File: config.mk
export PLATFORM = sky130hd
export DESIGN_NAME = rx_frontend
export DESIGN_NICKNAME = d
export VERILOG_FILES = /design/src/rx_pkg.sv /design/src/cfo_mixer.sv /design/src/cfo_nco.sv /design/src/credit_tx.sv /design/src/rx_frontend.sv /design/src/sample_fifo.sv
export SDC_FILE = /design/constraint.sdc
export NUM_CORES = 2
export LEC_CHECK = 0
export ABC_AREA = 1
export CORE_MARGIN = 2
export CORE_UTILIZATION = 42
export CTS_CLUSTER_SIZE = 12
export DETAILED_ROUTE_END_ITERATION = 6
export DONT_BUFFER_PORTS = 1
export GPL_TIMING_DRIVEN = 0
export PLACE_DENSITY = 0.56
export SKIP_LAST_GASP = 1
export SLEW_MARGIN = 20
export SYNTH_ARGS = -nofsm -noshare
export SYNTH_HDL_FRONTEND = slang
export SYNTH_SLANG_ARGS = --single-unit
File: constraint.sdc
create_clock -name clk_i -period 7.2 [get_ports clk_i]
set_input_delay 1.08 -clock clk_i [delete_from_list [all_inputs] [get_ports clk_i]]
set_output_delay 1.08 -clock clk_i [all_outputs]
set_load 0.005 [all_outputs]
File: src/rx_pkg.sv
package rx_pkg;

    // ------------------------------
    // sample formats
    // ------------------------------
    localparam int IQ_IN_W  = 12;
    localparam int IQ_OUT_W = 16;

    // re in the low half, im in the high half
    typedef struct packed {
        logic signed [IQ_IN_W-1:0] im;
        logic signed [IQ_IN_W-1:0] re;
    } iq_in_t;

    typedef struct packed {
        logic signed [IQ_OUT_W-1:0] im;
        logic signed [IQ_OUT_W-1:0] re;
    } iq_out_t;

    // ------------------------------
    // oscillator
    // ------------------------------
    localparam int PHASE_W   = 20;
    localparam int LUT_IDX_W = 4;
    localparam int LUT_SIZE  = 2 ** LUT_IDX_W;
    localparam int TRIG_W    = 16;
    localparam int TRIG_FRAC = 14;

    // sine is cosine a quarter turn back
    localparam logic [LUT_IDX_W-1:0] SIN_OFFSET = LUT_IDX_W'(LUT_SIZE / 4);

    // cos(k * 22.5 deg) in Q2.14
    localparam logic signed [TRIG_W-1:0] COS_LUT [LUT_SIZE] = '{
        16384,  15137,  11585,   6270,
            0,  -6270, -11585, -15137,
       -16384, -15137, -11585,  -6270,
            0,   6270,  11585,  15137
    };

    // ------------------------------
    // flow control
    // ------------------------------
    localparam int IN_FIFO_DEPTH  = 16;
    localparam int OUT_FIFO_DEPTH = 8;
    localparam int MIX_LATENCY    = 2;

    localparam int CREDIT_W = 3;
    localparam logic [CREDIT_W-1:0] CREDIT_INIT = CREDIT_W'(4);

endpackage

File: src/cfo_mixer.sv
`timescale 1ns/1ns

module cfo_mixer (
    input  logic                              clk_i,
    input  logic                              reset_ni,
    input  rx_pkg::iq_in_t                    in_data_i,
    input  logic                              in_empty_i,
    input  logic                              out_almost_full_i,
    input  logic signed [rx_pkg::PHASE_W-1:0] cfo_delta_i,
    input  logic                              cfo_valid_i,
    output logic                              pop_o,
    output rx_pkg::iq_out_t                   out_data_o,
    output logic                              out_valid_o
);

    logic signed [rx_pkg::TRIG_W-1:0] nco_cos;
    logic signed [rx_pkg::TRIG_W-1:0] nco_sin;

    logic                               s1_valid_q;
    logic signed [rx_pkg::IQ_OUT_W-1:0] s1_re_q;
    logic signed [rx_pkg::IQ_OUT_W-1:0] s1_im_q;
    logic signed [rx_pkg::TRIG_W-1:0]   s1_cos_q;
    logic signed [rx_pkg::TRIG_W-1:0]   s1_sin_q;

    logic signed [rx_pkg::IQ_OUT_W+rx_pkg::TRIG_W:0] rot_re;
    logic signed [rx_pkg::IQ_OUT_W+rx_pkg::TRIG_W:0] rot_im;

    // output FIFO keeps room for whatever is in flight
    assign pop_o = !in_empty_i && !out_almost_full_i;

    cfo_nco i_cfo_nco (
        .clk_i       (clk_i),
        .reset_ni    (reset_ni),
        .cfo_delta_i (cfo_delta_i),
        .cfo_valid_i (cfo_valid_i),
        .step_i      (pop_o),
        .cos_o       (nco_cos),
        .sin_o       (nco_sin)
    );

    always_ff @(posedge clk_i) begin
        if (!reset_ni) begin
            s1_valid_q  <= 1'b0;
            out_valid_o <= 1'b0;
        end else begin
            s1_valid_q  <= pop_o;
            out_valid_o <= s1_valid_q;
        end
    end

    // ------------------------------
    // stage one, sample and phasor
    // ------------------------------
    always_ff @(posedge clk_i) begin
        s1_re_q  <= in_data_i.re;
        s1_im_q  <= in_data_i.im;
        s1_cos_q <= nco_cos;
        s1_sin_q <= nco_sin;
    end

    // ------------------------------
    // stage two, derotation
    // ------------------------------
    assign rot_re = s1_re_q * s1_cos_q - s1_im_q * s1_sin_q;
    assign rot_im = s1_re_q * s1_sin_q + s1_im_q * s1_cos_q;

    // arithmetic shift by TRIG_FRAC, truncated
    always_ff @(posedge clk_i) begin
        out_data_o.re <= rot_re[rx_pkg::TRIG_FRAC +: rx_pkg::IQ_OUT_W];
        out_data_o.im <= rot_im[rx_pkg::TRIG_FRAC +: rx_pkg::IQ_OUT_W];
    end

endmodule

File: src/cfo_nco.sv
`timescale 1ns/1ns

module cfo_nco (
    input  logic                              clk_i,
    input  logic                              reset_ni,
    input  logic signed [rx_pkg::PHASE_W-1:0] cfo_delta_i,
    input  logic                              cfo_valid_i,
    input  logic                              step_i,
    output logic signed [rx_pkg::TRIG_W-1:0]  cos_o,
    output logic signed [rx_pkg::TRIG_W-1:0]  sin_o
);

    logic signed [rx_pkg::PHASE_W-1:0] inc_q;
    logic        [rx_pkg::PHASE_W-1:0] phase_q;

    logic [rx_pkg::LUT_IDX_W-1:0] cos_idx;
    logic [rx_pkg::LUT_IDX_W-1:0] sin_idx;

    // ------------------------------
    // increment and phase
    // ------------------------------
    always_ff @(posedge clk_i) begin
        if (!reset_ni) begin
            inc_q   <= '0;
            phase_q <= '0;
        end else begin
            // new estimates are relative to the running one
            if (cfo_valid_i) begin
                inc_q <= inc_q - cfo_delta_i;
            end
            // phase wraps modulo one turn
            if (step_i) begin
                phase_q <= phase_q + $unsigned(inc_q);
            end
        end
    end

    // ------------------------------
    // table lookup
    // ------------------------------
    assign cos_idx = phase_q[rx_pkg::PHASE_W-1 -: rx_pkg::LUT_IDX_W];
    assign sin_idx = cos_idx - rx_pkg::SIN_OFFSET;

    assign cos_o = rx_pkg::COS_LUT[cos_idx];
    assign sin_o = rx_pkg::COS_LUT[sin_idx];

endmodule

File: src/credit_tx.sv
`timescale 1ns/1ns

module credit_tx (
    input  logic            clk_i,
    input  logic            reset_ni,
    input  logic            credit_i,
    input  rx_pkg::iq_out_t fifo_data_i,
    input  logic            fifo_empty_i,
    output logic            fifo_pop_o,
    output rx_pkg::iq_out_t out_data_o,
    output logic            out_valid_o
);

    logic [rx_pkg::CREDIT_W-1:0] credits_q;
    logic                        can_send;

    // a credit arriving now is usable right away
    assign can_send   = (credits_q != '0) || credit_i;
    assign fifo_pop_o = can_send && !fifo_empty_i;

    always_ff @(posedge clk_i) begin
        if (!reset_ni) begin
            credits_q   <= rx_pkg::CREDIT_INIT;
            out_valid_o <= 1'b0;
        end else begin
            // returned and spent credits in one step
            credits_q   <= credits_q + credit_i - fifo_pop_o;
            out_valid_o <= fifo_pop_o;
        end
    end

    always_ff @(posedge clk_i) begin
        if (fifo_pop_o) begin
            out_data_o <= fifo_data_i;
        end
    end

endmodule

File: src/rx_frontend.sv
`timescale 1ns/1ns

module rx_frontend (
    input  logic                              clk_i,
    input  logic                              reset_ni,
    input  rx_pkg::iq_in_t                    in_data_i,
    input  logic                              in_valid_i,
    input  logic signed [rx_pkg::PHASE_W-1:0] cfo_delta_i,
    input  logic                              cfo_valid_i,
    input  logic                              credit_i,
    output rx_pkg::iq_out_t                   out_data_o,
    output logic                              out_valid_o,
    output logic                              overflow_o
);

    rx_pkg::iq_in_t  in_fifo_data;
    logic            in_fifo_empty;
    logic            in_fifo_pop;

    rx_pkg::iq_out_t mix_data;
    logic            mix_valid;

    rx_pkg::iq_out_t out_fifo_data;
    logic            out_fifo_empty;
    logic            out_fifo_af;
    logic            out_fifo_pop;

    // ------------------------------
    // input side
    // ------------------------------
    sample_fifo #(
        .payload_t (rx_pkg::iq_in_t),
        .DEPTH     (rx_pkg::IN_FIFO_DEPTH)
    ) i_in_fifo (
        .clk_i         (clk_i),
        .reset_ni      (reset_ni),
        .wr_data_i     (in_data_i),
        .wr_valid_i    (in_valid_i),
        .pop_i         (in_fifo_pop),
        .rd_data_o     (in_fifo_data),
        .empty_o       (in_fifo_empty),
        .almost_full_o (),
        .overflow_o    (overflow_o)
    );

    cfo_mixer i_cfo_mixer (
        .clk_i             (clk_i),
        .reset_ni          (reset_ni),
        .in_data_i         (in_fifo_data),
        .in_empty_i        (in_fifo_empty),
        .out_almost_full_i (out_fifo_af),
        .cfo_delta_i       (cfo_delta_i),
        .cfo_valid_i       (cfo_valid_i),
        .pop_o             (in_fifo_pop),
        .out_data_o        (mix_data),
        .out_valid_o       (mix_valid)
    );

    // ------------------------------
    // output side
    // ------------------------------
    // slack covers the mixer pipeline
    sample_fifo #(
        .payload_t (rx_pkg::iq_out_t),
        .DEPTH     (rx_pkg::OUT_FIFO_DEPTH),
        .AF_SLACK  (rx_pkg::MIX_LATENCY)
    ) i_out_fifo (
        .clk_i         (clk_i),
        .reset_ni      (reset_ni),
        .wr_data_i     (mix_data),
        .wr_valid_i    (mix_valid),
        .pop_i         (out_fifo_pop),
        .rd_data_o     (out_fifo_data),
        .empty_o       (out_fifo_empty),
        .almost_full_o (out_fifo_af),
        .overflow_o    ()
    );

    credit_tx i_credit_tx (
        .clk_i        (clk_i),
        .reset_ni     (reset_ni),
        .credit_i     (credit_i),
        .fifo_data_i  (out_fifo_data),
        .fifo_empty_i (out_fifo_empty),
        .fifo_pop_o   (out_fifo_pop),
        .out_data_o   (out_data_o),
        .out_valid_o  (out_valid_o)
    );

endmodule

File: src/sample_fifo.sv
`timescale 1ns/1ns

module sample_fifo #(
    parameter type payload_t = logic [7:0],
    parameter int  DEPTH     = 16,
    parameter int  AF_SLACK  = 1
) (
    input  logic     clk_i,
    input  logic     reset_ni,
    input  payload_t wr_data_i,
    input  logic     wr_valid_i,
    input  logic     pop_i,
    output payload_t rd_data_o,
    output logic     empty_o,
    output logic     almost_full_o,
    output logic     overflow_o
);

    payload_t mem_q [DEPTH];

    // DEPTH is a power of two, pointers wrap on their own
    logic [$clog2(DEPTH)-1:0]   wr_ptr_q;
    logic [$clog2(DEPTH)-1:0]   rd_ptr_q;
    logic [$clog2(DEPTH+1)-1:0] count_q;

    logic full;
    logic do_write;
    logic do_pop;

    assign full          = (count_q == DEPTH);
    assign empty_o       = (count_q == '0);
    assign almost_full_o = (count_q >= DEPTH - AF_SLACK);
    assign do_write      = wr_valid_i && !full;
    assign do_pop        = pop_i && !empty_o;
    assign rd_data_o     = mem_q[rd_ptr_q];

    always_ff @(posedge clk_i) begin
        if (do_write) begin
            mem_q[wr_ptr_q] <= wr_data_i;
        end
    end

    always_ff @(posedge clk_i) begin
        if (!reset_ni) begin
            wr_ptr_q   <= '0;
            rd_ptr_q   <= '0;
            count_q    <= '0;
            overflow_o <= 1'b0;
        end else begin
            if (do_write) begin
                wr_ptr_q <= wr_ptr_q + 1'b1;
            end
            if (do_pop) begin
                rd_ptr_q <= rd_ptr_q + 1'b1;
            end
            case ({do_write, do_pop})
                2'b10:   count_q <= count_q + 1'b1;
                2'b01:   count_q <= count_q - 1'b1;
                default: count_q <= count_q;
            endcase
            // sticky until reset
            if (wr_valid_i && full) begin
                overflow_o <= 1'b1;
            end
        end
    end

endmodule
; ---- Yosys cells after proc, flatten, opt, wreduce, memory -nomap -nowiden
; Memory sizes are Yosys's and may differ from the RTL's. A register that Yosys moved wholly into a read port is not among the register bits.
; Index checks and enable logic that the tools add are counted.
; W data, S select, Z words.
[word_totals]
output_inout_bits = 34
ff_bits = 102
mem_count = 4
in_bits = 49
wordCells = 71
rom_bits = 512
ramBits = 640
[classes]
n_reduce_logical = 18
order_cmp = 1
n_mux = 6
add_sub_neg = 15
multipliers = 4
n_eq_ne = 6
bitwise = 2
[mem_list]
columns = name, depth, word_bits, rd, rd_ports_with_merged_regs, write_ports, line_no
row1 = i_in_fifo.mem_q, 16, 24, 1, 1, 1, sample_fifo.sv:19  ; payload_t mem_q [DEPTH];
row2 = (name not given), 16, 16, 1, 1, 0, cfo_nco.sv:45  ; assign sin_o = rx_pkg::COS_LUT[sin_idx];
row3 = (name not given), 16, 16, 1, 1, 0, cfo_nco.sv:44  ; assign cos_o = rx_pkg::COS_LUT[cos_idx];
row4 = i_out_fifo.mem_q, 8, 32, 1, 1, 1, sample_fifo.sv:19
[op_table]
columns = operator, count
row1 = $mul A12 B16 Y28, 4
row2 = $add A30 B30 Y30, 1
row3 = $sub A30 B30 Y30, 1
row4 = $add A20 B20 Y20, 1
row5 = $sub A20 B20 Y20, 1
row6 = $add A4 B1 Y4 const B, 3
row7 = $not A4 Y5, 2
row8 = $pmux W5 S2, 1
row9 = $pmux W4 S2, 1
row10 = $logic_and A1 B1 Y1, 7
row11 = $add A3 B1 Y3 const B, 2
row12 = $add A5 B1 Y5 const B, 1
row13 = $eq A5 B5 Y1 const B, 1
row14 = $logic_not A1 Y1, 5
row15 = $logic_not A5 Y1, 1
row16 = $sub A5 B1 Y5 const B, 1
row17 = $eq A2 B1 Y1 const B, 2
row18 = $eq A2 B2 Y1 const B, 2
row19 = $eq A4 B4 Y1 const B, 1
row20 = $ge A4 B3 Y1 const B, 1
row21 = $logic_not A4 Y1, 1
row22 = $mux W1, 4
row23 = $reduce_bool A2 Y1, 2
row24 = $sub A4 B1 Y4 const B, 1
row25 = 5 further kinds, 5

; ---- Longest topological paths before layout
[depth]
depth_word = 6
depth_mapped = 35
ltp_nobuf = 34

; ---- Modules after synthesis
; From an unflattened synthesis, not the netlist that was laid out.
[hier_totals]
cells_unflattened = 7514
area_unflattened_um2 = 67036.8
[by_module_without_submodules]
columns = mod, seq_area_each_um2, cells_per_inst, n_inst, area_each_um2
row1 = cfo_mixer, 1801.7, 4716, 1, 34499.3
row2 = sample_fifo at i_in_fifo, 11891.4, 1155, 1, 16296.9
row3 = sample_fifo at i_out_fifo, 7967.6, 818, 1, 10651.5
row4 = cfo_nco, 800.8, 762, 1, 4406.7
row5 = credit_tx, 1041.0, 63, 1, 1182.4

; ---- Worst setup path before layout
; OpenSTA, ideal clock, no wires.
[synth_path]
path_type = register to register
start = register i_cfo_mixer.s1_cos_q[4] (netlist name)
end = register i_cfo_mixer.out_data_o[7] (netlist name)
synth_period_minus_slack_ns = 5.922
slack_ns = 1.278
t_arrival_ns = 5.802
path_buffers = 2
stages_incl_launch_ff = 28
required_time_ns = 7.079
setup_ns = 0.121
path_cell_list = dfxtp_1 -> clkbuf_1 -> clkbuf_1 -> nand2_1 -> fa_1 -> fa_1 -> fa_1 -> inv_1 -> fa_1 -> inv_1 -> fa_1 -> inv_1 -> ha_1 -> nand2_1 -> nor2_1 -> nand2_1 -> o211ai_2 -> a21oi_1 -> o21ai_0 -> nand2_1 -> nand2_1 -> ha_1 -> a21oi_1 -> a21boi_0 -> o21bai_1 -> a21oi_1 -> nand2_1 -> xor2_1
[synth_between]
elab_chain_cells = 2
[synth_rtl]
columns = item, line_no
row1 = from (decl), cfo_mixer.sv:22  ; logic signed [rx_pkg::TRIG_W-1:0] s1_cos_q;
row2 = $mul A12 B16 Y28, cfo_mixer.sv:64  ; assign rot_re = s1_re_q * s1_cos_q - s1_im_q * s1_sin_q;
row3 = $sub A30 B30 Y30, cfo_mixer.sv:64
row4 = named net i_cfo_mixer.rot_re (one bit), cfo_mixer.sv:25  ; logic signed [rx_pkg::IQ_OUT_W+rx_pkg::TRIG_W:0] rot_re;
row5 = to (decl), cfo_mixer.sv:12  ; output rx_pkg::iq_out_t out_data_o,
; The timed path passes the listed nets, and every way through them passes these cells.
; A chain may end at the register's enable or synchronous reset.

; ---- Worst setup path after layout
[layout_path]
start = register i_cfo_mixer.s1_re_q[2] (netlist name) (read register of i_in_fifo.mem_q)
end = register i_cfo_mixer.out_data_o[12] (netlist name)
[layout_between]
elab_chain_cells = 2
[layout_rtl]
columns = item, line_no
row1 = from (decl), cfo_mixer.sv:20  ; logic signed [rx_pkg::IQ_OUT_W-1:0] s1_re_q;
row2 = $mul A12 B16 Y28, cfo_mixer.sv:64
row3 = $sub A30 B30 Y30, cfo_mixer.sv:64
row4 = named net i_cfo_mixer.rot_re (one bit), cfo_mixer.sv:25
; The timed path passes the listed nets, and every way through them passes these cells.

==> out/metrics.cfg <==
[sta]
fin_crit_ns = 7.069
worst_pin_slew_ns = 0.9405
slew_headroom_pct = 37.30
drv_slew = 0
setup_viol = 0
hold_violations = 0
fin_worst_skew_ns = 0.03003
post-route-period-util_pct = 98.18
rsz0062_at_grt = true
fmax_ghz = 0.1415

[cts]
cts_buffer_depth = 3
cts.sinks = 822
cts_hold_buf = 0
cts_tree = done
htree_levels = 3
cts_buffers = 84
cts-root-buf = clkbuf_16
clk_latency_ns = 0.69
path_clk_slew_ns = 0.06

[yosys]
synth_edf_count = 672
syn_avg_cell_area_um2 = 9.309
yosysSeqAreaShare_pct = 36.07
synth.distinct_cells = 48
syn-num-nets = 8016
synth.top_cell.area_share_pct = 31.39
synthMostInstantiatedCell = inv_1
synth_top_flop_cell = edfxtp_1
synth.top_cells.by_count = inv_1, nand2_1, nor2_1
synth_area_mm2 = 0.06428
syn_inst = 6905
synth-async-reset-ratio_pct = 0
yosys_register_bits = 822
yosysWarnings = 0
ys_top_cells_by_area = edfxtp_1, fa_1, inv_1
post-synth-top-area-cell = edfxtp_1

[drt]
met3WireLength_um = 13990
ant_nets = 0
vias = 48027
post_drt_wl_per_cell_um = 21.61
drt_wl_total_um = 196800
top_layer = met4
drc = 1
wl_met1_um = 81270
first_pass_iters = 7
drt_iter0_markers = 4142
wl_met2_um = 94440
vias_per_cell = 5.274

[layout]
nFillCells = 14534
final_cells = 9107
syn_to_final_growth_pct = 10.21
final_nets = 8124
seqCellArea_mm2 = 0.02323
multi_input_area_mm2 = 0.03492
drive_gt1_share_pct = 5.471

[die]
die-area_mm2 = 0.1562
die_height_um = 395.2
core_mm2 = 0.1519
ioPinCount = 83
initial_core_util_pct = 42.31
placementRows = 143
die_x_um = 395.2

[status]
violations = design-rule violations
status = finished, violations left

[placed_design]
placedCellCount = 8965
dp.final_hpwl_um = 155800
port_buffers = 0
gp_congestion = 0.9603

[job]
maxCapViolCount = 0

[critical_path]
critPathLaunchType = flop
cpPeakStageDelay_ns = 0.58
crit_arrival_ns = 7.57
reg2reg_depth = 29
reg2reg_slack_ns = 0.13
crit_start = i_cfo_mixer.s1_re_q[2]$_DFF_P_
worstSetupPathType = flop to flop
end_kind = flop
r2r_end = i_cfo_mixer.out_data_o[12]$_DFF_P_
cp.required_ns = 7.70
setup.worst_path.end = i_cfo_mixer.out_data_o[12]$_DFF_P_
cpMaxStageDelayCell = dfxtp_1
worstReg2RegStart = i_cfo_mixer.s1_re_q[2]$_DFF_P_
crit_fanout = 10
critPathMostFrequentCell = inv_1

[global_route]
grt_antenna_before_repair = 1
gr-total-overflow = 0
grt_pass1_vias = 48442
grt_usage_pct = 25.31
grt_max_degree = 31
grt_pass1_wl_um = 296800

[hold_path]
hold_path_class = flop to flop

## repair_timing
item,CTS,global route
pin swaps,0,2
setup buffers,0,1
gates resized for setup,115,187
setup endpoints to repair,32,28
## cells by family after synthesis
family	share of synthesized area [%]
compound gates	8.279
xor+xnor	2.017
fa+ha+maj	28.81
buf+inv	10.12
flops	36.07
mux	1.246
simple gates	13.46
## layer usage
| metal | vias up | global-route usage [%] |
|---|---|---|
| met5 | - | 0 |
| met4 | 0 | 8.349 |
| met3 | 361 | 4.387 |
| met2 | 1687 | 42.65 |
| met1 | 23876 | 33.03 |
| li1 | 22103 | - |
## worst min path at each step
stage / cells after the start / end / from / slack, ns
2_1_floorplan: 2 / i_cfo_mixer.out_valid_o$_SDFF_PN0_ / i_cfo_mixer.s1_valid_q$_SDFF_PN0_ / 0.39
3_3_place_gp: 2 / i_cfo_mixer.out_valid_o$_SDFF_PN0_ / i_cfo_mixer.s1_valid_q$_SDFF_PN0_ / 0.40
3_5_place_dp: 2 / i_cfo_mixer.out_valid_o$_SDFF_PN0_ / i_cfo_mixer.s1_valid_q$_SDFF_PN0_ / 0.42
4_1_cts: 0 / i_in_fifo.mem_q[9][15]$_DFFE_PP_ / in_data_i[15] / 0.42
5_1_grt: 0 / i_in_fifo.mem_q[1][18]$_DFFE_PP_ / in_data_i[18] / 0.43
6_report: 2 / i_cfo_mixer.out_valid_o$_SDFF_PN0_ / i_cfo_mixer.s1_valid_q$_SDFF_PN0_ / 0.43
## placed cells by master (no fill, tap or decap), types with 33 or more instances in the layout
master        n
o22ai_1      33
a21oi_1     205
o21ai_0     378
nor2_1      701
mux2i_1      80
buf_2        42
nand2_1    1186
dfxtp_1     125
a31oi_1      49
clkbuf_16    86
edfxtp_1    672
fa_1        697
inv_1      1446
clkbuf_2     41
xor2_1       78
ha_1        357
nand4_1      40
o221ai_1     80
xnor2_1      62
clkbuf_1    131
nand3_1     180
## per-stage QoR
stage / util (%) / area (um2) / setup TNS (ns) / hold slack (ns) / setup slack, ns
5_1_grt: 46.63 / 70830 / -0.08356 / 0.4325 / -0.06343
3_3_place_gp: 43.99 / 66820 / -18.00 / 0.3987 / -1.041
6_report: 46.64 / 70840 / 0 / 0.4298 / 0.1308
3_5_place_dp: 44.59 / 67730 / -17.93 / 0.4197 / -1.010
2_1_floorplan: - / 64280 / 0 / 0.3905 / 1.278
4_1_cts: 46.46 / 70570 / 0 / 0.4243 / 0.002321
## area by class of cell
type	instances	area share, %
Multi-Input combinational cell	4383	49.30
Sequential cell	822	32.80
Inverter	1452	7.694
Tap cell	2030	3.585
Clock buffer	128	3.289
Buffer	239	1.833
Timing Repair Buffer	31	1.040
Clock inverter	19	0.4521
Antenna cell	3	0.01060
## registers in the layout (all words and copies together), names as in the netlist, 5 cells and up
name                           count
i_in_fifo.mem_q                  384
i_cfo_mixer.out_data_o            32
i_in_fifo.count_q                  5
i_out_fifo.mem_q                 256
i_cfo_mixer.s1_im_q               12
i_cfo_mixer.i_cfo_nco.inc_q       20
i_cfo_mixer.s1_sin_q              12
i_cfo_mixer.i_cfo_nco.phase_q     20
i_cfo_mixer.s1_re_q               12
i_cfo_mixer.s1_cos_q              12
i_credit_tx.out_data_o            32
## worst max-delay path, delay by kind of cell, from the launching register on
kind                       cells  cell delay, ns
adders and majority gates      7            3.22
and+or+nand+nor               10            1.36
DFF                            1            0.58
AOI/OAI and AO/OA              3            0.42
xor gates and xnor gates       1            0.24
buffers and inverters          8            1.04
Power is left out: the tool's default activity adds up to more than one toggle a clock period on the data nets, which glitch-free logic cannot reach.
